--- config.mk ---
export PLATFORM = sky130hd
export DESIGN_NAME = rmsSquarer
export DESIGN_NICKNAME = d
export VERILOG_FILES = /design/src/prelimPkg.sv /design/src/rmsSquarer.sv
export SDC_FILE = /design/constraint.sdc
export NUM_CORES = 2
export LEC_CHECK = 0
export BUFFER_PORTS_ARGS = -buffer_cell sky130_fd_sc_hd__buf_4
export CORE_MARGIN = 4
export CORE_UTILIZATION = 55
export CTS_CLUSTER_SIZE = 8
export DETAILED_ROUTE_END_ITERATION = 7
export GPL_TIMING_DRIVEN = 0
export PLACE_DENSITY = 0.72
export SYNTH_ARGS = -nofsm -noshare
export SYNTH_HDL_FRONTEND = slang
export SYNTH_SLANG_ARGS = --single-unit
--- constraint.sdc ---
create_clock -name clk -period 8.6 [get_ports clk]
set_input_delay 0.43 -clock clk [delete_from_list [all_inputs] [get_ports clk]]
set_output_delay 0.43 -clock clk [all_outputs]
set_load 0.02 [all_outputs]
--- src/prelimPkg.sv ---
// Shared widths, turn constants and types of the RMS power path.
// SAMPLES_PER_TURN and MT_TURNS must match the machine's RF settings.

package prelimPkg;

    ////////////////////////////////////////////////////////////
    // widths and turn constants
    localparam int NADC              = 4;
    localparam int ADC_WIDTH         = 16;
    localparam int SAMPLES_PER_TURN  = 77;
    localparam int MT_TURNS          = 2;
    localparam int HB_DIVIDE         = 3;
    localparam int MAG_WIDTH         = 26;
    // holds two full-scale turns of squared samples
    localparam int ACC_WIDTH         = 40;
    localparam int SHIFT_WIDTH       = 4;
    localparam int GPIO_WIDTH        = 32;
    localparam int OV_STRETCH_CYCLES = 1024;

    ////////////////////////////////////////////////////////////
    // types
    typedef logic signed [ADC_WIDTH-1:0]            sampleT;
    typedef logic [2*ADC_WIDTH-1:0]                 productT;
    typedef logic [ACC_WIDTH-1:0]                   accT;
    typedef logic [MAG_WIDTH-1:0]                   magT;
    typedef logic [SHIFT_WIDTH-1:0]                 shiftT;
    typedef logic                                   streamT;
    typedef logic [GPIO_WIDTH-1:0]                  gpioT;
    typedef logic [$clog2(SAMPLES_PER_TURN)-1:0]    sampleCountT;

    // heartbeat divider, one state per heartbeat of a sync period
    typedef enum logic [$clog2(HB_DIVIDE)-1:0] {
        hbWait2,
        hbWait1,
        hbFire
    } hbStateT;

    // stream codes on the shared output
    localparam streamT STREAM_TBT = 1'b0;
    localparam streamT STREAM_MT  = 1'b1;

    ////////////////////////////////////////////////////////////
    // sum shift CSR fields
    localparam int TBT_SHIFT_LSB = 0;
    localparam int MT_SHIFT_LSB  = 4;
    localparam int TBT_OV_BIT    = 8;
    localparam int MT_OV_BIT     = 9;

endpackage

--- src/rmsSquarer.sv ---
// Squares each ADC channel with one register stage.
// Samples without useThisSample count as zero.

module rmsSquarer (
    input  logic               clk,
    input  logic               rstN,
    input  prelimPkg::sampleT  adc0,
    input  prelimPkg::sampleT  adc1,
    input  prelimPkg::sampleT  adc2,
    input  prelimPkg::sampleT  adc3,
    input  logic               useThisSample,
    output prelimPkg::productT products0,
    output prelimPkg::productT products1,
    output prelimPkg::productT products2,
    output prelimPkg::productT products3
);

    prelimPkg::sampleT  adcIn [prelimPkg::NADC];
    prelimPkg::productT square [prelimPkg::NADC];

    assign adcIn = '{adc0, adc1, adc2, adc3};

    for (genvar ch = 0; ch < prelimPkg::NADC; ch++) begin : gChannel
        prelimPkg::sampleT gated;

        assign gated = useThisSample ? adcIn[ch] : '0;

        always_ff @(posedge clk) begin
            if (!rstN) begin
                square[ch] <= '0;
            end else begin
                // signed square, never negative
                square[ch] <= gated * gated;
            end
        end
    end

    assign products0 = square[0];
    assign products1 = square[1];
    assign products2 = square[2];
    assign products3 = square[3];

endmodule

==> results.sh <==
export IMPL_worstPathCellList="buf_4, clkbuf_1, clkbuf_2, clkbuf_1, clkbuf_4, nand3_1, fa_1, fa_1, inv_1, fa_1, fa_1, fa_1, inv_1, fa_1, inv_1, ha_1, and3_1, and3_1, o311ai_1, a31oi_1, a41oi_1, nand4_1, o211ai_1"
export IMPL_cp_arrival_ns=8.82
export IMPL_ys_seq_elements=124
export IMPL_grt_antenna_before_repair=15
export IMPL_first_pass_iters=6
export IMPL_finalHoldViolCount=0
export IMPL_cts_clk_slew_worst_paths_ns=0.08
export IMPL_crit_top_cell="fa_1"
export IMPL_min_period_ns=8.443
export IMPL_synth_fa_ha_area_share_pct=58.87
export IMPL_clk_path_buf_depth=2
export IMPL_viasPerCell=5.456
export IMPL_synth_avg_cell_area_um2=9.250
export IMPL_netlist_area_mm2=0.03906
export IMPL_ctsHoldBuffers=0
export IMPL_drive_above_1_share_pct=6.129
export IMPL_fin_ws_ns=0.1570
export IMPL_synth_edf_count=0
export IMPL_drtAntennaViolNets=0
export IMPL_cts_buffers=17
export IMPL_cp_max_fo=10
export IMPL_final_common_cell="inv_1"
export IMPL_synthFlopType="dfxtp_1"
export IMPL_fmax_ghz=0.1184
export IMPL_grtUsageTotal_pct=29.46
export IMPL_final_cell_mix="inv_1, fa_1, ha_1, nand2_1, and3_1"
export IMPL_grt_setup_unrepaired="false"
export IMPL_use_met2_pct=46.73
export IMPL_synth_compound_area_share_pct=6.172
export IMPL_die_x_um=274.5
export IMPL_nNetsFinal=5773
export IMPL_path_delay_family="adder cells"
export IMPL_powerDensity_mw_per_mm2=331.4
export IMPL_core_area_mm2=0.07027
export IMPL_start_util_pct=55.59
export IMPL_cp_required_ns=8.98
export IMPL_cap_violations=0
export IMPL_synthMuxAreaShare_pct=0.3075
export IMPL_place_hpwl_mm=88.28
export IMPL_wire_per_inst_um=19.70
export IMPL_holdWs_ns=0.3216
export IMPL_top_regs="square x124"
export IMPL_async_flop_share_pct=0
export IMPL_grt_overflow=0
export IMPL_cts_max_level=4
export IMPL_hold_path_endpoint="square[2][2]"
export IMPL_cp_end_kind="flop"
export IMPL_ys_seq_area_share_pct=6.355
export IMPL_largest_reg_flops=124
export IMPL_p_leak_uw=0.02330
export IMPL_cpPeakStageDelay_ns=0.69
export IMPL_finalWirelength_mm=106.2
export IMPL_die_area_mm2=0.07535
export IMPL_clock_sinks=124
export IMPL_pre_cts_slack_ns=-1.125
export IMPL_die_h_um=274.5
export IMPL_num_vias=29420
export IMPL_outcome="complete, no violations"
export IMPL_port_buffers=181
export IMPL_top_usage_layer="met2"
export IMPL_cts_root_buf="clkbuf_16"
export IMPL_slew_viol_final=0
export IMPL_synth_top_family_by_area="adder cells"
export IMPL_hold_start="adc2[1]"
export IMPL_grt_pass1_vias=31120
export IMPL_worstSetupPathType="in -> reg"
export IMPL_regMostFlops="square"
export IMPL_cts_tree="built"
export IMPL_peakVddDrop_mv=0.4834
export IMPL_grt_util_met1_pct=37.61
export IMPL_cp_slowest_cell="clkbuf_1"
export IMPL_num_io_pins=195
export IMPL_use_met3_pct=8.365
export IMPL_hp_class="in -> reg"
export IMPL_yosysWarnings=0
export IMPL_final_period_utilization_pct=98.17
export IMPL_worst_slew_pin_slew_ns=1.425
export IMPL_syn_inst=4223
export IMPL_route_detailed_drc=0
export IMPL_worst_path_buf_inv=8
export IMPL_grt_pass1_wl_mm=168.2
export IMPL_fillerInstances=6133
export IMPL_area_growth_synth_to_final_pct=8.225
export IMPL_cp_start_kind="input port"
export IMPL_synth_simple_area_share_pct=12.01
export IMPL_rows=97
export IMPL_max_slew_margin_pct=4.967
export IMPL_setup_viol_count_final=0
export IMPL_first_iter_violations=2351
export IMPL_cp_startpoint="useThisSample"
export IMPL_synth_cell_types=81
export IMPL_gp_congestion=0.9469
export IMPL_grt_max_degree=17
export IMPL_synthXorXnorAreaFrac_pct=3.139
export IMPL_whs_path_depth=3
[final cells by class]
class | count | area (um2) | share of cell area (%)
Timing Repair Buffer | 181 | 1359 | 3.214
Antenna cell | 13 | 32.53 | 0.07695
Tap cell | 940 | 1176 | 2.782
Sequential cell | 124 | 2482 | 5.872
Multi-Input combinational cell | 2740 | 31470 | 74.43
Buffer | 147 | 594.3 | 1.406
Clock inverter | 13 | 166.4 | 0.3936
Clock buffer | 18 | 439.2 | 1.039
Inverter | 1215 | 4561 | 10.79
[logic make-up after synthesis]
family,Yosys count
compound gates,341
simple gates,963
buf+inv,1362
xor+xnor,140
other cells,1
mux,12
fa+ha+maj,1280
flops,124
[routing by layer]
| metal | up-vias | wire length [um] |
|---|---|---|
| met2 | 1316 | 49630 |
| met5 | - | 81 |
| met1 | 14790 | 40060 |
| met3 | 278 | 10880 |
| met4 | 12 | 5552 |
| li1 | 13020 | - |
[how the worst max path moves through the flow]
stage / slack, ns / cells past startpoint / end
floorplan: 2.01 / 23 / square[0][30]
global placement: -1.09 / 23 / square[1][29]
detailed placement: -1.13 / 23 / square[1][29]
CTS: 0.20 / 23 / square[1][29]
global route: 0.03 / 24 / square[1][29]
finish: 0.16 / 23 / square[1][29]
[worst min-delay path, cell delays in order]
cell and delay [ns]:
buf_4 0.13, nand2_1 0.08, nor3_1 0.10
[cell usage after synthesis (38+ instances only)]
master,count,area share (%)
inv_1,1214,12
nor3_1,42,0.54
a21oi_1,82,1.1
ha_1,350,11
nand3_1,38,0.49
clkbuf_1,134,1.3
fa_1,930,48
a21o_1,49,0.94
xor2_1,42,0.94
nand2_1,333,3.2
o21ai_0,45,0.58
nor2_1,183,1.8
xnor2_1,98,2.2
and3_1,203,3.3
and2_1,65,1.0
dfxtp_1,124,6.4
[what timing repair did]
action / in CTS / in global routing
endpoints found under the setup margin: 18 / 15
gates resized for setup: 3 / 15
buffers inserted: 0 / 0
[power by group]
part | switching (uW) | internal, uW
logic | 7090 | 5180
registers | 68.6 | 859
clock network | 350 | 462
total | 7510 | 6500
[through the flow]
| step | utilization (%) | std cells | power (uW) | cell area [um2] | TNS [ns] |
|---|---|---|---|---|---|
| final | 60.16 | 5391 | 14010 | 42280 | 0 |
| after global routing | 60.12 | 5380 | 15700 | 42250 | 0 |
| after CTS | 60.09 | 5378 | 14060 | 42220 | 0 |
| after detailed placement | 59.22 | 5347 | 13130 | 41610 | -21.07 |
| after global placement | 59.21 | 5347 | 12890 | 41610 | -18.18 |
| after floorplan | - | 4226 | 10310 | 39080 | 0 |
No activity file was read; power rests on OpenSTA's default activity.
