--- src/prelimPkg.sv ---
// Shared widths, turn constants and types of the RMS power path.
// SAMPLES_PER_TURN and MT_TURNS must match the machine's RF settings.

package prelimPkg;

    ////////////////////////////////////////////////////////////
    // widths and turn constants
    localparam int NADC              = 4;
    localparam int ADC_WIDTH         = 16;
    localparam int SAMPLES_PER_TURN  = 77;
    localparam int MT_TURNS          = 2;
    localparam int HB_DIVIDE         = 3;
    localparam int MAG_WIDTH         = 26;
    // holds two full-scale turns of squared samples
    localparam int ACC_WIDTH         = 40;
    localparam int SHIFT_WIDTH       = 4;
    localparam int GPIO_WIDTH        = 32;
    localparam int OV_STRETCH_CYCLES = 1024;

    ////////////////////////////////////////////////////////////
    // types
    typedef logic signed [ADC_WIDTH-1:0]            sampleT;
    typedef logic [2*ADC_WIDTH-1:0]                 productT;
    typedef logic [ACC_WIDTH-1:0]                   accT;
    typedef logic [MAG_WIDTH-1:0]                   magT;
    typedef logic [SHIFT_WIDTH-1:0]                 shiftT;
    typedef logic                                   streamT;
    typedef logic [GPIO_WIDTH-1:0]                  gpioT;
    typedef logic [$clog2(SAMPLES_PER_TURN)-1:0]    sampleCountT;

    // heartbeat divider, one state per heartbeat of a sync period
    typedef enum logic [$clog2(HB_DIVIDE)-1:0] {
        hbWait2,
        hbWait1,
        hbFire
    } hbStateT;

    // stream codes on the shared output
    localparam streamT STREAM_TBT = 1'b0;
    localparam streamT STREAM_MT  = 1'b1;

    ////////////////////////////////////////////////////////////
    // sum shift CSR fields
    localparam int TBT_SHIFT_LSB = 0;
    localparam int MT_SHIFT_LSB  = 4;
    localparam int TBT_OV_BIT    = 8;
    localparam int MT_OV_BIT     = 9;

endpackage

--- src/powerAccumulator.sv ---
// Sums squared samples between first and last, then shifts and saturates.
// first and last must belong to the same stream; sums are valid with sumsReady.

module powerAccumulator #(
    parameter int TURNS = 1
) (
    input  logic               clk,
    input  logic               rstN,
    input  prelimPkg::productT products0,
    input  prelimPkg::productT products1,
    input  prelimPkg::productT products2,
    input  prelimPkg::productT products3,
    input  logic               first,
    input  logic               last,
    input  prelimPkg::shiftT   shift,
    output logic               sumsReady,
    output prelimPkg::magT     sum0,
    output prelimPkg::magT     sum1,
    output prelimPkg::magT     sum2,
    output prelimPkg::magT     sum3,
    output logic               overflow
);

    // bits a sum of TURNS full-scale turns can reach
    localparam int SUM_WIDTH = 2 * prelimPkg::ADC_WIDTH - 2
                               + $clog2(prelimPkg::SAMPLES_PER_TURN * TURNS);

    prelimPkg::productT productIn [prelimPkg::NADC];
    prelimPkg::accT     acc [prelimPkg::NADC];
    prelimPkg::accT     total [prelimPkg::NADC];
    prelimPkg::accT     shifted [prelimPkg::NADC];
    prelimPkg::magT     sumOut [prelimPkg::NADC];
    logic [prelimPkg::NADC-1:0] saturate;

    assign productIn = '{products0, products1, products2, products3};

    for (genvar ch = 0; ch < prelimPkg::NADC; ch++) begin : gChannel
        // first sample restarts the sum
        assign total[ch]    = first ? prelimPkg::accT'(productIn[ch])
                                    : acc[ch] + productIn[ch];
        assign shifted[ch]  = total[ch] >> shift;
        assign saturate[ch] = |shifted[ch][SUM_WIDTH-1:prelimPkg::MAG_WIDTH];

        always_ff @(posedge clk) begin
            acc[ch] <= total[ch];
            if (last) begin
                sumOut[ch] <= saturate[ch] ? '1 : shifted[ch][prelimPkg::MAG_WIDTH-1:0];
            end
        end
    end

    always_ff @(posedge clk) begin
        if (!rstN) begin
            sumsReady <= 1'b0;
            overflow  <= 1'b0;
        end else begin
            sumsReady <= last;
            overflow  <= last && (|saturate);
        end
    end

    assign sum0 = sumOut[0];
    assign sum1 = sumOut[1];
    assign sum2 = sumOut[2];
    assign sum3 = sumOut[3];

endmodule

--- config.mk ---
export PLATFORM = sky130hd
export DESIGN_NAME = powerAccumulator
export DESIGN_NICKNAME = d
export VERILOG_FILES = /design/src/prelimPkg.sv /design/src/powerAccumulator.sv
export SDC_FILE = /design/constraint.sdc
export NUM_CORES = 1
export LEC_CHECK = 0
export ABC_AREA = 1
export ABC_CLOCK_PERIOD_IN_PS = 6450
export BUFFER_PORTS_ARGS = -buffer_cell sky130_fd_sc_hd__buf_4
export CAP_MARGIN = 0
export CORE_AREA = 2 2 235 237
export DETAILED_ROUTE_END_ITERATION = 10
export DIE_AREA = 0 0 237 239
export PLACE_DENSITY = 0.67
export SLEW_MARGIN = 20
export SYNTH_ARGS = -nofsm -noshare
export SYNTH_HDL_FRONTEND = slang
export SYNTH_SLANG_ARGS = --single-unit
--- constraint.sdc ---
create_clock -name clk -period 6.45 [get_ports clk]
set_input_delay 0.645 -clock clk [delete_from_list [all_inputs] [get_ports clk]]
set_output_delay 0.645 -clock clk [all_outputs]
set_load 0.05 [all_outputs]
==> out/metrics.csv <==
metric;value;unit
ir_drop;213;uV
die_area;56600;um2
syn_to_final_growth;12.9;%
syn_inst;4494;
synth-edff-count;104;
cap_violations;0;
multiInputGateArea;17100;um2
skew;0.0284;ns
yosys-top-cells-area;nand2_1 (23%), nand3_1 (12%), dfxtp_1 (12%);
fin_cells;5357;
hold_buffers;0;
async_flop_share;0;
place_congestion;0.991;
postCtsSetupBuffers;0;
yosysMostFrequentCell;nand2_1;
vias;29400;
finalInstanceArea;29700;um2
status;completed;
fin_crit_sh;0.643;
grt_max_degree;97;
cp_data_required_time;6.72;ns
synth_xor_xnor_area_share;0.0156;
cts.sinks;266;
die_x;237;um
slew_headroom;0.326;
slew_violations;0;
coreArea;54300;um2
antenna_left;0;
dp.cells;5293;
fin_crit;4.15;ns
hpwlAfterDp;77700;um
route.met2.wl;46400;um
viasPerCell;5.49;
diodes;0;
cts_resized;0;
grt_overflow;0;
fill_cells;5749;
fin_nets;4895;
antenna_found_initial;1;
clk_pin_slew;0.06;ns
synth_top_family_by_area;simple AND/OR/NAND/NOR gates;
ys_ff_latch;266;
hold_class;in2reg;
start_util;0.485;
worst_pin_slew;1.00;ns
yosysUniqueCellTypes;55;
synth.area.mux_share;0.00456;
grt_pass1_vias;27400;
grt_pass1_wl;152000;um
yosys.area_share.adder;0.0638;
wl_per_cell;18.2;um
drc;0;
cts_buffers;36;
rsz0062_at_grt;no;
pin_count;242;
synth_top_cell_area_share;0.231;
setup_viol;0;
regArea;6370;um2
grt_usage;0.343;
synthTopCellsByCount;nand2_1 (1621), nand3_1 (655), inv_1 (553);
yosysSeqAreaShare;0.242;
wl_met1;39100;um
top_layer;met4;
final_hold_viol_count;0;
powerDensity;321;nW/um2
cts_tree;done;
num_rows;86;
cts-root-buf;clkbuf_16;
synth-main-ff-cell;dfxtp_1;
clock_path_buffers;3;
syn_avg_cell_area;5.86;um2
routed_wirelength;97600;um
path_max_fanout;26;
route.met3.wl;6070;um
final.setup.tns;0;ns
leakage;15.2;nW
die_y;239;um
clock_latency;0.59;ns
crit_type;reg2reg;
yosysWarnings;0;
max_freq;241;MHz
synth_compound_area_frac;0.115;
syn_nets;4762;
io_buffers;241;
firstDrtPassIters;6;
arrival;4.42;ns
drive_above_1_share;0.0965;
synth_simple_gate_area_share;0.452;
htree_levels;2;
endpoint_kind;register;
syn_area;26300;um2
yosysTopAreaCell;nand2_1;
drt_iter0_drc;2784;
placed_area;28500;um2
start_kind;register;
==> worst max-delay path, cell delays in order, from the launching register on <==
cell and delay [ns]:
dfxtp_1 0.30, ha_1 0.20, fa_1 0.43, nand2_1 0.11, nand3_1 0.06, and2_1 0.21
inv_1 0.08, nor2_1 0.05, o21ai_0 0.43, nand3b_1 0.13, nand3_1 0.14, nand3_1 0.11
nand3_1 0.16, nand3_1 0.11, nand2_1 0.15, nand4_1 0.12, o21ai_2 0.79, o2111ai_1 0.25
==> state kept, by name, indices dropped and copies added (netlist names) <==
register	count
acc	160
overflow	1
sumOut	104
sumsReady	1
==> cell type report <==
class | instances | share of cell area
tap | 704 | 0.0296
inverter | 559 | 0.0710
timing repair buffer | 268 | 0.0677
clock buffer | 42 | 0.0324
clock inverter | 22 | 0.00901
sequential | 266 | 0.214
multi-input combinational | 3496 | 0.576
==> logic make-up (layout without fill, tap and decap cells) <==
| kind of cell | count (synthesis) | count (layout) |
|---|---|---|
| AO/OA/AOI/OAI | 517 | 517 |
| buffers and inverters | 732 | 891 |
| AND/OR/NAND/NOR | 2788 | 2788 |
| XOR/XNOR | 47 | 47 |
| adder cells (fa/ha/maj) | 132 | 132 |
| flip-flops | 266 | 266 |
| multiplexers | 12 | 12 |
==> report_power, final <==
part           leakage [nW]  internal (mW)  switching [mW]  total (mW)
sequential             2.15           2.07           0.131        2.20
combinational          12.4           1.60            3.58        5.18
clock                 0.601           1.28           0.885        2.16
total                  15.2           4.95            4.60        9.54
==> path summary, 6_finish.rpt <==
| kind | from | to | slack (ns) | cells past startpoint |
|---|---|---|---|---|
| worst max-delay path | acc[0][0] | sumOut[0][12] | 2.30 | 17 |
| worst min-delay path | rstN | sumsReady | 0.27 | 3 |
| worst max register to register | acc[0][0] | sumOut[0][12] | 2.30 | 17 |
| worst min register to register | acc[0][39] | acc[0][39] | 0.55 | 3 |
==> placed cells by master, fill, tap and decap left out, types with 6 or more instances in the layout <==
cell type and instances:
xor2_1 41, nor2_1 312, a31oi_1 13, inv_1 551
a22oi_1 8, o211ai_2 11, buf_4 268, mux2i_1 12
nand3_1 655, nand2_1 1621, nand4_1 36, edfxtp_1 104
nand3_2 25, o211ai_1 37, clkinv_2 7, xnor2_1 6
ha_1 128, and2_1 6, or2_2 43, nand3b_1 17
nand2_2 18, dfxtp_1 162, nor2_2 10, nor3_1 33
a21oi_1 132, clkbuf_16 36, o21ai_0 247, o21bai_1 13
o2111ai_1 28
==> stage by stage <==
stage | setup slack, ns | power [mW] | utilization | hold slack, ns
6_report | 2.30 | 9.54 | 0.547 | 0.266
5_1_grt | 1.93 | 10.3 | 0.547 | 0.290
4_1_cts | 2.34 | 9.47 | 0.547 | 0.259
3_5_place_dp | 1.84 | 7.30 | 0.524 | 0.535
3_3_place_gp | 1.87 | 7.30 | 0.524 | 0.535
2_1_floorplan | 3.01 | 5.86 | - | 0.505
==> routing by layer <==
layer / global-route usage / up-vias
met5: 0 / -
met4: 0.188 / 0
met3: 0.0508 / 266
met2: 0.590 / 1021
met1: 0.411 / 13300
li1: - / 14900
(Power assumes the default switching activity.)
