[src/prelimPkg.sv]
// Shared widths, turn constants and types of the RMS power path.
// SAMPLES_PER_TURN and MT_TURNS must match the machine's RF settings.

package prelimPkg;

    ////////////////////////////////////////////////////////////
    // widths and turn constants
    localparam int NADC              = 4;
    localparam int ADC_WIDTH         = 16;
    localparam int SAMPLES_PER_TURN  = 77;
    localparam int MT_TURNS          = 2;
    localparam int HB_DIVIDE         = 3;
    localparam int MAG_WIDTH         = 26;
    // holds two full-scale turns of squared samples
    localparam int ACC_WIDTH         = 40;
    localparam int SHIFT_WIDTH       = 4;
    localparam int GPIO_WIDTH        = 32;
    localparam int OV_STRETCH_CYCLES = 1024;

    ////////////////////////////////////////////////////////////
    // types
    typedef logic signed [ADC_WIDTH-1:0]            sampleT;
    typedef logic [2*ADC_WIDTH-1:0]                 productT;
    typedef logic [ACC_WIDTH-1:0]                   accT;
    typedef logic [MAG_WIDTH-1:0]                   magT;
    typedef logic [SHIFT_WIDTH-1:0]                 shiftT;
    typedef logic                                   streamT;
    typedef logic [GPIO_WIDTH-1:0]                  gpioT;
    typedef logic [$clog2(SAMPLES_PER_TURN)-1:0]    sampleCountT;

    // heartbeat divider, one state per heartbeat of a sync period
    typedef enum logic [$clog2(HB_DIVIDE)-1:0] {
        hbWait2,
        hbWait1,
        hbFire
    } hbStateT;

    // stream codes on the shared output
    localparam streamT STREAM_TBT = 1'b0;
    localparam streamT STREAM_MT  = 1'b1;

    ////////////////////////////////////////////////////////////
    // sum shift CSR fields
    localparam int TBT_SHIFT_LSB = 0;
    localparam int MT_SHIFT_LSB  = 4;
    localparam int TBT_OV_BIT    = 8;
    localparam int MT_OV_BIT     = 9;

endpackage

[src/sumShiftCsr.sv]
// Sum shift register and stretched overflow status.
// Shifts take effect on the next sum latched; unused readback bits are zero.

module sumShiftCsr (
    input  logic             clk,
    input  logic             rstN,
    input  logic             csrStrobe,
    input  prelimPkg::gpioT  gpioData,
    input  logic             tbtOverflow,
    input  logic             mtOverflow,
    output prelimPkg::shiftT tbtShift,
    output prelimPkg::shiftT mtShift,
    output logic             overflowFlag,
    output prelimPkg::gpioT  csrReadback
);

    logic [$clog2(prelimPkg::OV_STRETCH_CYCLES)-1:0] ovTimer;
    logic tbtOvSticky;
    logic mtOvSticky;

    always_ff @(posedge clk) begin
        if (!rstN) begin
            tbtShift <= '0;
            mtShift  <= '0;
        end else if (csrStrobe) begin
            tbtShift <= gpioData[prelimPkg::TBT_SHIFT_LSB +: prelimPkg::SHIFT_WIDTH];
            mtShift  <= gpioData[prelimPkg::MT_SHIFT_LSB +: prelimPkg::SHIFT_WIDTH];
        end
    end

    ////////////////////////////////////////////////////////////
    // overflow stretcher, restarted by every overflow
    always_ff @(posedge clk) begin
        if (!rstN) begin
            ovTimer      <= '0;
            overflowFlag <= 1'b0;
            tbtOvSticky  <= 1'b0;
            mtOvSticky   <= 1'b0;
        end else if (tbtOverflow || mtOverflow) begin
            ovTimer      <= '1;
            overflowFlag <= 1'b1;
            tbtOvSticky  <= tbtOvSticky || tbtOverflow;
            mtOvSticky   <= mtOvSticky || mtOverflow;
        end else if (overflowFlag) begin
            if (ovTimer == '0) begin
                overflowFlag <= 1'b0;
                tbtOvSticky  <= 1'b0;
                mtOvSticky   <= 1'b0;
            end else begin
                ovTimer <= ovTimer - 1'b1;
            end
        end
    end

    always_comb begin
        csrReadback = '0;
        csrReadback[prelimPkg::TBT_SHIFT_LSB +: prelimPkg::SHIFT_WIDTH] = tbtShift;
        csrReadback[prelimPkg::MT_SHIFT_LSB +: prelimPkg::SHIFT_WIDTH]  = mtShift;
        csrReadback[prelimPkg::TBT_OV_BIT] = tbtOvSticky;
        csrReadback[prelimPkg::MT_OV_BIT]  = mtOvSticky;
    end

endmodule

[config.mk]
export PLATFORM = sky130hd
export DESIGN_NAME = sumShiftCsr
export DESIGN_NICKNAME = d
export VERILOG_FILES = /design/src/prelimPkg.sv /design/src/sumShiftCsr.sv
export SDC_FILE = /design/constraint.sdc
export NUM_CORES = 1
export LEC_CHECK = 0
export ABC_AREA = 1
export BUFFER_PORTS_ARGS = -buffer_cell sky130_fd_sc_hd__buf_4
export CORE_MARGIN = 2
export CORE_UTILIZATION = 45
export CTS_CLUSTER_DIAMETER = 200
export DETAILED_ROUTE_END_ITERATION = 8
export PLACE_DENSITY = 0.84
export SLEW_MARGIN = 20
export SYNTH_ARGS = -nofsm -noshare
export SYNTH_HDL_FRONTEND = slang
export SYNTH_SLANG_ARGS = --single-unit
[constraint.sdc]
create_clock -name clk -period 2.1 [get_ports clk]
set_input_delay 0.42 -clock clk [delete_from_list [all_inputs] [get_ports clk]]
set_output_delay 0.42 -clock clk [all_outputs]
set_load 0.01 [all_outputs]
==> results.toml, run 1 <==
[routing]
route.detailed.drc = 0
drt-pass1-iter-count = 4
routed_wl_mm = 2.19
viasPerCell = 4.68
post_drt_wl_per_cell_um = 9.42
vias = 1090
initialDrtViolationCount = 10
ant_nets = 0

[min_path]
worstHoldPathCells = 3
worstHoldPathType = "in -> reg"

[cells_and_area]
drive_gt1_share_pct = 20.8
area_growth_pct = 9.66
mostFrequentLayoutCell = "buf_4"
final_cell_mix = "buf_4, nor2_1, nand2_1, nand3_1, conb_1"
fin_util_pct = 50.8
antenna_cells = 0
final_nets = 241

[job]
drv_cap = 0

[worst_setup_path]
crit_path_end_kind = "flip-flop"
crit_chain = "inv_1 > ha_1 > nand2_1 > nor2_2 > nand3_2 > nand2_2 > nand2_1 > nand2_1 > a21oi_1"
crit_required_ps = 2300
cpPeakStageDelay_ps = 360
cp_slowest_cell = "dfxtp_1"
cpMostUsedCell = "nand2_1"
path_class = "reg -> reg"
reg2reg_depth = 9
start_kind = "flip-flop"
arrival_ps = 1890
crit_fanout = 11

[yosys]
yosysSeqAreaShare_pct = 33.8
synth_top_family_by_area = "simple AND/OR/NAND/NOR gates"
netlist_area_mm2 = 0.00124
synth_compound_area_share_pct = 8.65
synth.distinct_cells = 21
synth_seq_cells = 21
avgSynthCellArea_um2 = 6.87
synthAdderAreaFrac_pct = 1.01
syn_inst = 181
ys_warn_count = 0
synth-simple-area-share_pct = 31.3
synth_xor_area_share_pct = 0
synthMuxAreaShare_pct = 0

[floorplanning]
die_y_um = 56.6
row_count = 19
die-area_mm2 = 0.00320
ioPinCount = 78
core_mm2 = 0.00269
start_util_pct = 46.3
die_w_um = 56.6

[pwr]
p_leak_nw = 0.696
vdd_ir_drop_max_v = 0.000392
power.density_mw_per_mm2 = 625
p_total_mw = 0.852

[sta]
period_minus_slack_ps = 1690
tns_ps = 0
rsz0062_at_grt = "false"
slew_violations = 0
layout_setup_ws_ps = 409
whs_ps = 319
hold_violations = 0
setup_viol = 0
clock_skew_ps = 11.1
finalCritPeriodShare_pct = 80.5
fmax_mhz = 591

[place]
place_congestion = 0.821
io_buffers = 31
place_ws_ps = 410
hpwlAfterDp_mm = 1.63

[cts]
cts_resized = 0
ctsHoldBuffers = 0
cts_buffers = 3
root_buffer = "clkbuf_4"
cts_sinks = 21
post-cts-setup-buffer-count = 0
clock_path_buffers = 2
clk_pin_slew_ps = 120
cts_tree = "built"
clock_latency_ps = 320
cts-htree-levels = 1

[run_status]
run_status = "finished clean"

[global_routing]
grt_pass1_vias = 933
grt_pass1_wl_mm = 3.80
grt_antenna_before_repair = 0
grt.total_usage_pct = 14.7
grt_max_degree = 24
overflow = 0
## routing by layer
metal  track usage, %  routed length (µm)  part of all wire, %
met4             6.12                  30                  1.4
met1             18.1                1020                   46
met5                0                   0                    0
met3             2.76                 131                  6.0
met2             24.9                1020                   46
## power by group
part           switching [mW]  internal, mW
combinational           0.109        0.0834
sequential             0.0303         0.430
clock                   0.128        0.0713
## cell type report
type	instances	area, µm²
fillers	293	1320
multi-input cells	133	592
flip-flops and latches	21	420
repair buffers	32	240
inverters	12	45.0
well taps	31	38.8
clock buffers	3	22.5
clock inverters	1	5.00
## per-stage QoR
step | std cells | area, µm²
final | 233 | 1360
after global routing | 233 | 1360
after CTS | 233 | 1360
after detailed placement | 229 | 1340
after global placement | 229 | 1340
after floorplan | 202 | 1320
## cell usage after synthesis, drive strengths merged
cell type   n  area [µm²]
or2         3        18.8
buf        36         265
nand3b      1        7.51
dfxtp      21         420
nand2      29         111
clkinv      1        3.75
nand4       2        12.5
nor2       31         119
nand3      23         120
a21oi      10        50.1
conb        1        3.75
o211ai      1        7.51
inv        11        41.3
ha          1        12.5
o21ai      10        50.1
## final timing paths
path,startpoint,endpoint,slack [ps]
worst min register to register,mtOvSticky,mtOvSticky,500
worst max register to register,ovTimer[0],ovTimer[6],410
worst max-delay path,ovTimer[0],ovTimer[6],410
worst min-delay path,tbtOverflow,tbtOvSticky,320
## flip-flops by register name, indices dropped and copies added, names as in the netlist
name          count
overflowFlag      1
tbtShift          4
mtOvSticky        1
mtShift           4
ovTimer          10
tbtOvSticky       1
## kinds of logic (layout without fill, tap and decap cells)
family / count (synthesis) / in the layout
buffers and inverters: 48 / 48
AND/OR/NAND/NOR: 89 / 89
adder cells (fa/ha/maj): 1 / 1
AO/OA/AOI/OAI: 21 / 21
other: 1 / 22
flip-flops: 21 / 21
## worst max-delay path: cells and delay by family (launching register included)
family / cells / cell delay (ps)
AO/OA/AOI/OAI: 1 / 50
flip-flops: 1 / 360
AND/OR/NAND/NOR: 6 / 880
adder cells (fa/ha/maj): 1 / 170
buffers and inverters: 1 / 120
Note: power is estimated with default switching activity, not from simulation.
==> run 2, diff against run 1 <==
--- a/config.mk
+++ b/config.mk
@@ -8,10 +8,10 @@
 export ABC_AREA = 1
 export BUFFER_PORTS_ARGS = -buffer_cell sky130_fd_sc_hd__buf_4
 export CORE_MARGIN = 2
-export CORE_UTILIZATION = 45
+export CORE_UTILIZATION = 38
 export CTS_CLUSTER_DIAMETER = 200
 export DETAILED_ROUTE_END_ITERATION = 8
-export PLACE_DENSITY = 0.84
+export PLACE_DENSITY = 0.75
 export SLEW_MARGIN = 20
 export SYNTH_ARGS = -nofsm -noshare
 export SYNTH_HDL_FRONTEND = slang
==> constraint.sdc (replaced) <==
create_clock -name clk -period 1.4 [get_ports clk]
set_input_delay 0.28 -clock clk [delete_from_list [all_inputs] [get_ports clk]]
set_output_delay 0.28 -clock clk [all_outputs]
set_load 0.01 [all_outputs]
==> run 2 against run 1 <==
- sequential share of layout area down 3.9 points
- combinational power rose by 100%
- global-route usage about the same
- highest routed layer unchanged
- largest cell class unchanged
- worst hold slack got worse by 140 ps
- register-to-register slack got worse by 360 ps
- clock skew grew 1.7 ps
- setup slack got worse by 360 ps
- maximum frequency increased by 25%
- die area grew 17%
- power up 61%
- first-iteration DRC count grew to 2.5 times the previous value
==> results.toml, run 2 (synthesized netlist as in run 1, its figures left out) <==
[cts]
cts_buffers = 3
cts-htree-levels = 1
ctsHoldBuffers = 0
clk_pin_slew_ps = 120
clock_latency_ps = 310
cts_tree = "built"
clock_path_buffers = 2
root_buffer = "clkbuf_4"
cts_sinks = 21

[worst_setup_path]
crit_start = "ovTimer[0]"
reg2reg_depth = 8
critPathBufInv = 2
crit_family = "simple AND/OR/NAND/NOR gates"
crit_path_end_kind = "flip-flop"
cp_slowest_cell = "dfxtp_2"
crit_chain = "inv_2 > ha_4 > nand2_4 > buf_4 > or2_2 > nand3_1 > nand3_1 > a21oi_1"
r2r-end = "ovTimer[4]"
arrival_ps = 1580
crit_required_ps = 1630
crit_fanout = 3
worstReg2RegStart = "ovTimer[0]"
cpPeakStageDelay_ps = 350
reg2reg_setup_slack_ps = 50
cpMostUsedCell = "nand3_1"
path_class = "reg -> reg"
start_kind = "flip-flop"

[cells_and_area]
final_area_mm2 = 0.00157
largest_register_ffs = 10
final_nets = 257
seqCellArea_um2 = 424
finalNonFillerCells = 262
mostFrequentLayoutCell = "buf_4"
reg_top3 = "ovTimer: 10 flops, mtShift: 4 flops, tbtShift: 4 flops"
regMostFlops = "ovTimer"
fillers = 300
antenna_cells = 0
drive_gt1_share_pct = 33.5
multi_input_comb_area_um2 = 651
area_growth_pct = 26.6
final_cell_mix = "buf_4, nor2_1, nand2_1, conb_1, nand3_1"

[job]
drv_cap = 0

[global_routing]
overflow = 0
grt_pass1_vias = 983
grt_antenna_before_repair = 0
grt.total_usage_pct = 14.7
grt_max_degree = 18
grt_pass1_wl_mm = 4.16

[pwr]
p_leak_nw = 0.787
p_total_mw = 1.37
vdd_ir_drop_max_v = 0.000522
power.density_mw_per_mm2 = 869

[floorplanning]
core_mm2 = 0.00308
die-area_mm2 = 0.00375
start_util_pct = 40.4
ioPinCount = 78
die_w_um = 61.2
die_y_um = 61.2
row_count = 20

[place]
dpl-instance-area_mm2 = 0.00147
placed_cells = 257
place_congestion = 0.757
hpwlAfterDp_mm = 1.84
io_buffers = 31

[run_status]
run_status = "finished clean"

[routing]
ant_nets = 0
routed_wl_mm = 2.56
drt-pass1-iter-count = 4
route.detailed.drc = 0
initialDrtViolationCount = 25
viasPerCell = 4.42
vias = 1157
post_drt_wl_per_cell_um = 9.76

[sta]
period_minus_slack_ps = 1350
whs_ps = 181
finalCritPeriodShare_pct = 96.5
rsz0062_at_grt = "true"
hold_violations = 0
slew_violations = 0
tns_ps = 0
fmax_mhz = 740
setup_viol = 0
clock_skew_ps = 12.8

[min_path]
worstHoldPathType = "in -> reg"
worstHoldPathCells = 3
whs_endpoint = "mtShift[2]"
worstHoldStart = "gpioData[6]"
[run 2: layout make-up]
cell class / count / area share [%]
clock buffers: 3 / 1.43
clock inverters: 1 / 0.318
inverters: 12 / 2.86
multi-input cells: 133 / 41.3
flip-flops and latches: 21 / 26.9
well taps: 44 / 3.50
repair buffers: 48 / 23.6
[run 2: worst max path at each step]
stage | to | slack [ps] | cells after the start
detailed placement | ovTimer[9] | -20 | 9
CTS | ovTimer[4] | 10 | 8
global route | ovTimer[9] | -50 | 9
finish | ovTimer[4] | 50 | 8
global placement | ovTimer[9] | -30 | 9
floorplan | ovTimer[7] | 30 | 9
[run 2: power by group]
part	total [mW]	switching, mW	internal, mW
clock network	0.294	0.187	0.107
registers	0.689	0.0425	0.647
logic	0.385	0.202	0.183
[run 2: per-stage QoR]
step | utilization, % | setup slack (ps)
2_1_floorplan | - | 34.1
3_3_place_gp | 47.6 | -33.5
3_5_place_dp | 47.6 | -18.0
4_1_cts | 48.9 | 14.2
5_1_grt | 51.1 | -46.3
6_report | 51.1 | 49.0
[run 2: worst min-delay path: cells and delay by family]
kind | cells | cell delay (ps)
buffers and inverters | 1 | 80
AND/OR/NAND/NOR | 2 | 110
[run 2: metal layers]
metal	vias up	share of wire, %	track usage (%)
li1	599	-	-
met1	513	45	17.9
met2	41	47	24.9
met3	4	5.9	3.15
met4	0	1.9	6.52
met5	-	0	0
[run 2: timing repair]
item | CTS | global route
setup endpoints to repair | 9 | 11
resized for setup | 5 | 17
setup buffers | 0 | 1
pin swaps | 2 | 5
