[src/prelimPkg.sv]
// Shared widths, turn constants and types of the RMS power path.
// SAMPLES_PER_TURN and MT_TURNS must match the machine's RF settings.

package prelimPkg;

    ////////////////////////////////////////////////////////////
    // widths and turn constants
    localparam int NADC              = 4;
    localparam int ADC_WIDTH         = 16;
    localparam int SAMPLES_PER_TURN  = 77;
    localparam int MT_TURNS          = 2;
    localparam int HB_DIVIDE         = 3;
    localparam int MAG_WIDTH         = 26;
    // holds two full-scale turns of squared samples
    localparam int ACC_WIDTH         = 40;
    localparam int SHIFT_WIDTH       = 4;
    localparam int GPIO_WIDTH        = 32;
    localparam int OV_STRETCH_CYCLES = 1024;

    ////////////////////////////////////////////////////////////
    // types
    typedef logic signed [ADC_WIDTH-1:0]            sampleT;
    typedef logic [2*ADC_WIDTH-1:0]                 productT;
    typedef logic [ACC_WIDTH-1:0]                   accT;
    typedef logic [MAG_WIDTH-1:0]                   magT;
    typedef logic [SHIFT_WIDTH-1:0]                 shiftT;
    typedef logic                                   streamT;
    typedef logic [GPIO_WIDTH-1:0]                  gpioT;
    typedef logic [$clog2(SAMPLES_PER_TURN)-1:0]    sampleCountT;

    // heartbeat divider, one state per heartbeat of a sync period
    typedef enum logic [$clog2(HB_DIVIDE)-1:0] {
        hbWait2,
        hbWait1,
        hbFire
    } hbStateT;

    // stream codes on the shared output
    localparam streamT STREAM_TBT = 1'b0;
    localparam streamT STREAM_MT  = 1'b1;

    ////////////////////////////////////////////////////////////
    // sum shift CSR fields
    localparam int TBT_SHIFT_LSB = 0;
    localparam int MT_SHIFT_LSB  = 4;
    localparam int TBT_OV_BIT    = 8;
    localparam int MT_OV_BIT     = 9;

endpackage

[src/turnTiming.sv]
// Turn and turn-pair markers, aligned with the squared samples (one cycle late).
// Every third heartbeat edge restarts both; the interrupted turn gets no last pulse.

module turnTiming (
    input  logic clk,
    input  logic rstN,
    input  logic hbMarker,
    output logic tbtFirst,
    output logic tbtLast,
    output logic mtFirst,
    output logic mtLast
);

    prelimPkg::hbStateT hbState;
    prelimPkg::sampleCountT sampleCount;
    logic [$clog2(prelimPkg::MT_TURNS)-1:0] turnInPair;
    logic hbMarkerD;
    logic hbEdge;
    logic syncFire;
    logic turnStart;
    logic turnEnd;

    assign hbEdge    = hbMarker && !hbMarkerD;
    assign syncFire  = hbEdge && (hbState == prelimPkg::hbFire);
    // index of the sample presented in this cycle
    assign turnStart = (sampleCount == '0);
    assign turnEnd   = (sampleCount == prelimPkg::sampleCountT'(prelimPkg::SAMPLES_PER_TURN - 1));

    always_ff @(posedge clk) begin
        hbMarkerD <= hbMarker;
    end

    ////////////////////////////////////////////////////////////
    // heartbeat divider
    always_ff @(posedge clk) begin
        if (!rstN) begin
            hbState <= prelimPkg::hbWait2;
        end else if (hbEdge) begin
            case (hbState)
                prelimPkg::hbWait2: hbState <= prelimPkg::hbWait1;
                prelimPkg::hbWait1: hbState <= prelimPkg::hbFire;
                default:            hbState <= prelimPkg::hbWait2;
            endcase
        end
    end

    ////////////////////////////////////////////////////////////
    // sample counter and turn parity
    always_ff @(posedge clk) begin
        if (!rstN || syncFire) begin
            sampleCount <= '0;
            turnInPair  <= '0;
        end else if (turnEnd) begin
            sampleCount <= '0;
            turnInPair  <= (turnInPair == prelimPkg::MT_TURNS - 1) ? '0 : turnInPair + 1'b1;
        end else begin
            sampleCount <= sampleCount + 1'b1;
        end
    end

    // registered so the markers meet the products of their samples
    always_ff @(posedge clk) begin
        if (!rstN) begin
            tbtFirst <= 1'b0;
            tbtLast  <= 1'b0;
            mtFirst  <= 1'b0;
            mtLast   <= 1'b0;
        end else begin
            tbtFirst <= turnStart;
            tbtLast  <= turnEnd;
            mtFirst  <= turnStart && (turnInPair == '0);
            mtLast   <= turnEnd && (turnInPair == prelimPkg::MT_TURNS - 1);
        end
    end

endmodule

[config.mk]
export PLATFORM = sky130hd
export DESIGN_NAME = turnTiming
export DESIGN_NICKNAME = d
export VERILOG_FILES = /design/src/prelimPkg.sv /design/src/turnTiming.sv
export SDC_FILE = /design/constraint.sdc
export NUM_CORES = 1
export LEC_CHECK = 0
export BUFFER_PORTS_ARGS = -buffer_cell sky130_fd_sc_hd__buf_2
export CORE_AREA = 2 2 39 41
export CTS_CLUSTER_SIZE = 40
export DETAILED_ROUTE_END_ITERATION = 8
export DIE_AREA = 0 0 41 43
export HOLD_SLACK_MARGIN = 0.03
export PLACE_DENSITY = 0.65
export SYNTH_ARGS = -nofsm -noshare
export SYNTH_HDL_FRONTEND = slang
export SYNTH_SLANG_ARGS = --single-unit
[constraint.sdc]
create_clock -name clk -period 1.6 [get_ports clk]
set_clock_uncertainty 0.15 [all_clocks]
set_input_delay 0.16 -clock clk [delete_from_list [all_inputs] [get_ports clk]]
set_output_delay 0.16 -clock clk [all_outputs]
set_load 0.02 [all_outputs]
==> results of run 1 <==
[report_power, final]
| part | total, µW | internal [µW] | switching (µW) |
|---|---|---|---|
| Combinational | 76.2 | 37.5 | 38.7 |
| Clock | 215 | 93.0 | 122 |
| Sequential | 399 | 389 | 9.45 |
| Total | 690 | 520 | 170 |
[per-layer routing]
layer | vias up | global-route usage, % | share of wire [%]
met5 | - | 0 | 0
met1 | 212 | 18.2 | 47
li1 | 233 | - | -
met2 | 8 | 19.4 | 44
met4 | 0 | 16.0 | 5.4
met3 | 5 | 3.14 | 3.3
[stage by stage]
step                      hold WS (ns)  instances  TNS (ns)  total power [µW]
after global placement           0.152         84         0               475
after detailed placement         0.160         84  -0.00193               477
after global routing             0.349         90   -0.0257               724
after CTS                        0.316         90   -0.0175               696
after floorplan                 0.0377         60         0               452
final                            0.315         90         0               690
[cell families after synthesis]
family | after synthesis
AND/OR/NAND/NOR | 28
XOR/XNOR | 3
adder cells (fa/ha/maj) | 2
buffers and inverters | 3
AO/OA/AOI/OAI | 9
flip-flops | 15
[worst min-delay path by stage]
| stage | endpoint | from |
|---|---|---|
| floorplan | hbMarkerD | hbMarker |
| global route | mtFirst | turnInPair |
| finish | mtFirst | turnInPair |
| detailed placement | hbMarkerD | hbMarker |
| CTS | mtFirst | turnInPair |
| global placement | hbMarkerD | hbMarker |
[flip-flops by register name, indices dropped and copies added (netlist names)]
signal       cells
turnInPair       1
mtFirst          1
hbState          2
hbMarkerD        1
tbtFirst         1
sampleCount      7
mtLast           1
tbtLast          1
[cells in the final DEF, fill, tap and decap left out, types with 2 or more instances in the layout]
cell type	instances
nor2_1	6
nor2b_1	2
ha_1	2
inv_1	2
nand2b_1	2
nand2_1	4
o21ai_0	3
buf_2	6
or3_1	4
clkbuf_4	3
buf_4	2
dlygate4sd3_1	2
xor2_1	2
a21oi_1	4
nand3_1	4
dfxtp_1	14
[worst max-delay path, cell delays in order (launching register included)]
cell     delay [ns]
dfxtp_2        0.33
inv_2          0.04
ha_1           0.12
or3b_4         0.41
or3_1          0.36
a21oi_1        0.12
[what timing repair did]
| action | 4_1_cts | 5_1_grt |
|---|---|---|
| endpoints found under the hold margin | 5 | 0 |
| pin swaps | 2 | 2 |
| gates resized for setup | 2 | 1 |
| endpoints found under the setup margin | 2 | 8 |
| hold buffers | 2 | 0 |
[area by class of cell]
class	count	area, µm²
Clock buffer	3	22.5
Clock inverter	1	5.00
Fill cell	128	678
Inverter	3	11.3
Multi-Input combinational cell	42	280
Sequential cell	15	302
Tap cell	16	20.0
Timing Repair Buffer	10	65.1
==> results.md, run 1 <==
### Status
* **run status** finished clean

### Cells and area
* **finished layout cell area** 706 µm²
* **number of nets in the final layout** 80
* **layout overhead on the synthesized area** 21.0%
* **proportion of layout cells with a drive suffix above 1** 23.0%
* **fraction of the core area covered by cells at the end of the flow** 51.0%
* **diode count** 0

### Flow run
* **max cap viols** 0

### STA
* **Hold Vio Cnt, Final** 0
* **Slew headroom** 83.3%
* **RSZ-0062 raised after global routing** true
* **pin slew with the least headroom to its limit** 0.249 ns
* **final clock period utilization by the worst path** 99.2%
* **Max Slew Vio Count** 0
* **final setup margin** 0.0126 ns
* **peak clock frequency supported by timing** 630 MHz
* **Final Critical Period** 1.59 ns
* **Setup violations, final** 0

### Yosys
* **largest family of logic cells by synthesized area** simple AND/OR/NAND/NOR gates
* **compound-cell area share of the yosys netlist** 9.44%
* **count of yosys warnings during synthesis** 0
* **post-synth net total** 65
* **xor/xnor share of the synthesized area** 4.51%
* **number of standard cells after synthesis** 60
* **synthesized flop and latch total** 15
* **distinct cell type count of the synthesized netlist** 21
* **most common flop cell mapped by yosys** dfxtp_1
* **most area-hungry cell type in the Yosys netlist** dfxtp_1
* **basic-gate share of the synthesized area counting and, or, nand and nor cells** 28.3%
* **fraction of the yosys area taken by sequential cells** 51.5%
* **top post-synthesis cells by count** dfxtp_1, nor2_1
* **post-synthesis mux area share** 0%
* **top post-synthesis cells by area** dfxtp_1, ha_1, or3_1
* **Post-synth EDFFs** 0
* **share of async-settable or async-resettable flops after synthesis** 0%
* **Synth Cell Area** 583 µm²
* **most repeated cell in the gate-level netlist after synthesis** dfxtp_1
* **mean cell area of the mapped netlist** 9.72 µm²
* **share of synthesized cell area in full adder, half adder and majority cells** 4.29%
* **area share of the largest cell type after synthesis** 51.5%

### GRT
* **combined global-route utilization of all metal layers** 14.9%
* **initial antenna violation count** 0
* **global-route wire length before repair** 1700 µm
* **via count of the first global-routing pass** 407
* **maximum number of pins on one net before global-route repair** 10
* **total grt overflow** 0

### Detailed routing
* **detailed-route wire length** 947 µm
* **detail-routed via count per cell** 5.09
* **DRC violations left** 0
* **Via Count** 458
* **antenna violation net count after detailed routing** 0
* **violation count after the first detailed-route iteration** 5
* **number of detailed-route iterations in the first pass** 4
* **post-DR wirelength/cell** 10.5 µm

### Die
* **Starting Density** 42.1%
* **vertical die dimension** 43 µm
* **die area** 1760 µm²
* **placeable core region** 1380 µm²
* **Boundary Pins** 7
* **number of standard-cell rows in the floorplan** 14
* **horizontal die dimension** 41 µm

### Critical path
* **capture point of the critical path** turnInPair
* **critical path fanouts, max** 5
* **kind of critical path** reg -> reg
* **r2r startpoint** sampleCount[0]
* **worst r2r path cells** 5
* **start point of the critical path** sampleCount[0]
* **flop-to-flop setup slack** 0.01 ns
* **Crit. End Element** flop
* **data required time at the worst endpoint** 1.68 ns
* **Worst R2R End** turnInPair
* **startpoint type of the worst setup path** flop
* **Arrival @ worst endpoint** 1.67 ns

### CTS
* **worst skew pair latency** 0.29 ns
* **maximum buffer depth of the clock tree** 2
* **TritonCTS clock tree** yes
* **number of buffers added by the clock tree synthesis step** 3
* **post-CTS setup buffer count** 0
* **Root Buffer** clkbuf_4
* **depth of the CTS H-tree** 1
* **clock transition time at the flip-flop clock pins of the worst setup and hold paths** 0.09 ns
* **Sinks on Clock Net** 15

### Min path
* **class of the most critical hold timing path** reg -> reg
* **cell count of the worst hold path** 1

### Pwr
* **peak supply drop** 0.000559 V
* **power density over cell area** 978 nW/µm²
* **Static Leak** 0.000295 µW

### Place
* **half-perimeter wire length after placement** 699 µm
* **Port-buffer cells** 6
* **instance area after placement** 648 µm²
* **gpl congestion** 0.714
* **worst-case setup slack after placement** -0.00193 ns

Power figures use the tool's default switching activity.
==> run 2: changes to the inputs <==
--- a/config.mk
+++ b/config.mk
@@ -5,7 +5,7 @@
 export SDC_FILE = /design/constraint.sdc
 export NUM_CORES = 1
 export LEC_CHECK = 0
-export BUFFER_PORTS_ARGS = -buffer_cell sky130_fd_sc_hd__buf_2
+export BUFFER_PORTS_ARGS = -buffer_cell sky130_fd_sc_hd__buf_4
 export CORE_AREA = 2 2 39 41
 export CTS_CLUSTER_SIZE = 40
 export DETAILED_ROUTE_END_ITERATION = 8
==> results.md, run 2 (synthesis gave the netlist of run 1 again) <==
### Status
* **run status** finished clean

### Detailed routing
* **detail-routed via count per cell** 4.91, -3.5%
* **post-DR wirelength/cell** 9.93 µm, -5.6%
* **violation count after the first detailed-route iteration** 7, +2
* **number of detailed-route iterations in the first pass** 3, -1
* **DRC violations left** 0, unchanged
* **detailed-route wire length** 894 µm, -5.6%
* **antenna violation net count after detailed routing** 0, unchanged
* **Via Count** 442, -3.5%

### STA
* **Post-Route Hold Slack** 0.319 ns, +0.00353 ns
* **peak clock frequency supported by timing** 629 MHz, -0.17%
* **pin slew with the least headroom to its limit** 0.267 ns, +0.0182 ns
* **Final Critical Period** 1.59 ns, +0.00278 ns
* **final clock period utilization by the worst path** 99.4%, +0.17 points
* **RSZ-0062 raised after global routing** true
* **Max Slew Vio Count** 0, unchanged
* **Setup violations, final** 0, unchanged
* **Hold Vio Cnt, Final** 0, unchanged
* **Slew headroom** 82.1%, -1.2 points

### Cells and area
* **flip-flop count of the largest register after layout** 7, unchanged
* **highest-count cells in the layout ignoring fill and taps** dfxtp_1, buf_4, nor2_1
* **diode count** 0, unchanged
* **register with the highest flop count** sampleCount
* **layout overhead on the synthesized area** 23.2%
* **registers with the most flip-flops** sampleCount (7), hbState (2)
* **proportion of layout cells with a drive suffix above 1** 18.9%, -4.1 points
* **most common cell after layout, fill and taps aside** dfxtp_1
* **number of fill cells** 133, +3.9%
* **number of nets in the final layout** 80, unchanged

### CTS
* **clock transition time at the flip-flop clock pins of the worst setup and hold paths** 0.08 ns, about the same
* **Root Buffer** clkbuf_4
* **depth of the CTS H-tree** 1, unchanged
* **worst skew pair latency** 0.27 ns, -0.02 ns
* **TritonCTS clock tree** yes
* **maximum buffer depth of the clock tree** 2, unchanged
* **number of buffers added by the clock tree synthesis step** 3, unchanged
* **Sinks on Clock Net** 15, unchanged

### Critical path
* **critical path fanouts, max** 5, unchanged
* **kind of critical path** reg -> reg
* **startpoint type of the worst setup path** flop
* **Crit. End Element** flop
* **Arrival @ worst endpoint** 1.65 ns, -0.02 ns
* **flop-to-flop setup slack** 0.01 ns, about the same
* **data required time at the worst endpoint** 1.66 ns, -0.02 ns

### Place
* **Port-buffer cells** 6, unchanged
* **gpl congestion** 0.712, -0.32%

### GRT
* **global-route wire length before repair** 1470 µm, -14%
* **via count of the first global-routing pass** 361, -11%
* **initial antenna violation count** 0, unchanged
* **total grt overflow** 0, unchanged
* **maximum number of pins on one net before global-route repair** 9, -1
* **combined global-route utilization of all metal layers** 12.9%, -2.0 points

### Die
* **Starting Density** 42.1%, unchanged
* **vertical die dimension** 43 µm, unchanged
* **Boundary Pins** 7, unchanged
* **horizontal die dimension** 41 µm, unchanged
* **placeable core region** 1380 µm², unchanged
* **die area** 1760 µm², unchanged
* **number of standard-cell rows in the floorplan** 14, unchanged

### Pwr
* **peak supply drop** 0.000515 V, -7.9%
* **Static Leak** 0.000295 µW, about the same
* **total power of the final layout** 683 µW, -1.1%
* **power density over cell area** 951 nW/µm², -2.8%

### Flow run
* **max cap viols** 0, unchanged

### Min path
* **class of the most critical hold timing path** reg -> reg

==> run 2: cell count changes in the layout (fill, tap and decap cells not counted), sizes merged <==
cell,delta
clkinv,-1
clkbuf,+1
==> run 2: where the power goes <==
part | leakage [µW] | switching (µW) | internal (µW) | total (µW)
sequential | 0.000123 | 9.25 | 389 | 398
combinational | 0.000157 | 38.9 | 41.7 | 80.6
clock | 0.0000150 | 108 | 96.6 | 204
total | 0.000295 | 156 | 527 | 683
==> run 2: area by class of cell <==
| cell class | instances | area, µm² | area share, % |
|---|---|---|---|
| clock buffer | 4 | 26.3 | 3.66 |
| timing repair buffer | 10 | 80.1 | 11.1 |
| sequential | 15 | 300 | 41.8 |
| inverter | 3 | 11.3 | 1.57 |
| tap | 16 | 20.0 | 2.79 |
| multi-input combinational | 42 | 280 | 39.0 |
==> run 2: worst paths after layout <==
kind / startpoint / to / depth (start not counted)
worst max register to register: sampleCount[0] / turnInPair / 5
worst min register to register: turnInPair / mtFirst / 1
worst min-delay path: turnInPair / mtFirst / 1
worst max-delay path: sampleCount[0] / turnInPair / 5
==> run 2: metal layers <==
metal	up-vias	wire length [µm]	track usage [%]
met5	-	0	0
met4	0	36	12.0
li1	233	-	-
met1	198	449	16.6
met2	7	377	16.6
met3	4	31	3.14
==> run 2: stage by stage <==
step	setup slack [ns]	cells	setup TNS, ns	area, µm²	util, %
global route	-0.0335	90	-0.0335	718	51.9
finish	0.00980	90	0	718	51.9
detailed placement	0.0118	84	0	663	47.9
global placement	0.0415	84	0	663	47.9
CTS	0.000308	90	0	718	51.9
floorplan	0.0256	60	0	583	-
==> run 2: repair_timing <==
| action | 4_1_cts | 5_1_grt |
|---|---|---|
| endpoints found under the setup margin | 2 | 3 |
| gates resized for setup | 1 | 0 |
| endpoints found under the hold margin | 4 | 0 |
| buffers inserted | 0 | 0 |
| pin swaps | 1 | 1 |
| hold buffers | 2 | 0 |
==> run 2: worst max-delay path, stage by stage, from the launching register on <==
cell	delay, ns
dfxtp_1	0.32
inv_1	0.05
ha_1	0.12
or3b_4	0.41
or3_1	0.36
a21oi_1	0.12
==> run 3: changes to the inputs <==
==> constraint.sdc (replaced) <==
create_clock -name clk -period 1.3 [get_ports clk]
set_clock_uncertainty 0.15 [all_clocks]
set_input_delay 0.13 -clock clk [delete_from_list [all_inputs] [get_ports clk]]
set_output_delay 0.13 -clock clk [all_outputs]
set_load 0.02 [all_outputs]
==> results.md, run 3 (synthesis gave the netlist of run 1 again) <==
### Die
* **horizontal die dimension** 41 µm, unchanged
* **vertical die dimension** 43 µm, unchanged
* **die area** 1760 µm², unchanged
* **number of standard-cell rows in the floorplan** 14, unchanged
* **placeable core region** 1380 µm², unchanged
* **Starting Density** 42.1%, unchanged
* **Boundary Pins** 7, unchanged

### Cells and area
* **flip-flop count of the largest register after layout** 7, unchanged
* **layout overhead on the synthesized area** 39.9%
* **diode count** 0, unchanged
* **number of nets in the final layout** 87, +8.8%
* **registers with the most flip-flops** sampleCount (7), hbState (2)
* **highest-count cells in the layout ignoring fill and taps** dfxtp_1, buf_4
* **register with the highest flop count** sampleCount
* **number of fill cells** 124, -6.8%
* **proportion of layout cells with a drive suffix above 1** 38.3%, +19 points

### Pwr
* **Static Leak** 0.000325 µW, +10%
* **total power of the final layout** 880 µW, +29%
* **peak supply drop** 0.000535 V, +3.9%
* **power density over cell area** 1080 nW/µm², +13%

### Detailed routing
* **violation count after the first detailed-route iteration** 1, -6
* **Via Count** 473, +7.0%
* **number of detailed-route iterations in the first pass** 4, +1
* **detail-routed via count per cell** 4.88, -0.71%
* **post-DR wirelength/cell** 10.3 µm, +3.5%
* **DRC violations left** 0, unchanged
* **antenna violation net count after detailed routing** 0, unchanged
* **detailed-route wire length** 997 µm, +12%

### CTS
* **number of buffers added by the clock tree synthesis step** 3, unchanged
* **post-CTS setup buffer count** 0, unchanged
* **worst skew pair latency** 0.28 ns, about the same
* **Sinks on Clock Net** 15, unchanged
* **depth of the CTS H-tree** 1, unchanged
* **maximum buffer depth of the clock tree** 2, unchanged
* **Root Buffer** clkbuf_4
* **TritonCTS clock tree** yes
* **clock transition time at the flip-flop clock pins of the worst setup and hold paths** 0.08 ns, about the same

### STA
* **Setup violations, final** 12, +12
* **pin slew with the least headroom to its limit** 0.280 ns, +0.0125 ns
* **peak clock frequency supported by timing** 637 MHz, +1.3%
* **final setup margin** -0.270 ns, -0.280 ns
* **Final Critical Period** 1.57 ns, -0.0205 ns
* **final clock period utilization by the worst path** 121%, +21 points
* **Total Negative Setup Slacks** -2.29 ns, -2.29 ns
* **Max Slew Vio Count** 0, unchanged
* **Slew headroom** 81.2%, -0.94 points
* **Hold Vio Cnt, Final** 0, unchanged
* **RSZ-0062 raised after global routing** true

### Critical path
* **Arrival @ worst endpoint** 1.64 ns, about the same
* **startpoint type of the worst setup path** flop
* **Crit. End Element** flop
* **Max stage delay cell, worst path** or3b_4
* **Critical Path, Cell by Cell** inv_2, ha_2, or3b_4, or3_1, a21oi_1
* **largest stage delay on the critical path** 0.39 ns, -0.02 ns
* **data required time at the worst endpoint** 1.37 ns, -0.29 ns
* **critical path fanouts, max** 3, -2
* **kind of critical path** reg -> reg

### GRT
* **total grt overflow** 0, unchanged
* **via count of the first global-routing pass** 377, +4.4%
* **initial antenna violation count** 0, unchanged
* **met2 track demand over resource in global routing** 16.6%, unchanged
* **M1 GR Usage** 19.1%, +2.5 points
* **met3 demand-to-capacity share in global routing** 3.14%, unchanged
* **maximum number of pins on one net before global-route repair** 9, unchanged
* **combined global-route utilization of all metal layers** 13.7%, +0.77 points
* **most heavily used metal layer in global routing** met1
* **global-route wire length before repair** 1580 µm, +7.6%

### Place
* **gpl congestion** 0.761, +6.8%
* **worst-case setup slack after placement** -0.260 ns, -0.272 ns
* **half-perimeter wire length after placement** 676 µm
* **Port-buffer cells** 6, unchanged

### Min path
* **class of the most critical hold timing path** reg -> reg

### Flow run
* **max cap viols** 0, unchanged

### Status
* **run status** complete, but fails checks
* **failing checks** setup timing

[run 3: cell types whose count changed in the layout (fill, tap and decap cells not counted), sizes merged]
cell,previous run,this run
buf,8,15
[run 3: repair_timing]
| action | 4_1_cts | 5_1_grt |
|---|---|---|
| setup endpoints to repair | 12 | 14 |
| endpoints found under the hold margin | 6 | 0 |
| gates resized for setup | 3 | 12 |
| hold buffers | 2 | 0 |
| pin swaps | 1 | 4 |
[run 3: where the power goes]
part | switching [µW] | internal, µW
clock network | 140 | 119
registers | 12.2 | 480
logic | 57.7 | 71.2
[run 3: cell type report]
type / count / area (µm²) / share of cell area, %
timing repair buffer: 17 / 140 / 17.2
inverter: 3 / 11.3 / 1.38
tap: 16 / 20.0 / 2.45
sequential: 15 / 303 / 37.1
clock buffer: 4 / 26.3 / 3.22
multi-input combinational: 42 / 315 / 38.7
[run 3: worst paths after layout]
kind,slack (ns),depth (start not counted),endpoint,start
worst min register to register,0.31,1,mtFirst,turnInPair
worst max register to register,-0.27,5,turnInPair,sampleCount[0]
worst min-delay path,0.31,1,mtFirst,turnInPair
worst max-delay path,-0.27,5,turnInPair,sampleCount[0]
[run 3: critical path: cells and delay by family (launching register included)]
family | cells | cell delay [ns]
DFF | 1 | 0.33
adders and majority gates | 1 | 0.14
buffers and inverters | 1 | 0.04
AOI/OAI and AO/OA | 1 | 0.11
and+or+nand+nor | 2 | 0.74
[run 3: per-layer routing]
metal	wire, µm	vias up
met5	0	-
met4	33	0
met3	33	5
met2	449	8
met1	480	210
li1	-	250
[run 3: stage by stage]
| stage | hold slack (ns) | utilization (%) | cell area, µm² | std cells |
|---|---|---|---|---|
| floorplan | 0.00772 | - | 584 | 60 |
| global placement | 0.110 | 51.8 | 717 | 91 |
| detailed placement | 0.114 | 51.8 | 717 | 91 |
| finish | 0.307 | 59.0 | 816 | 97 |
| CTS | 0.312 | 56.2 | 778 | 97 |
| global route | 0.343 | 59.0 | 816 | 97 |
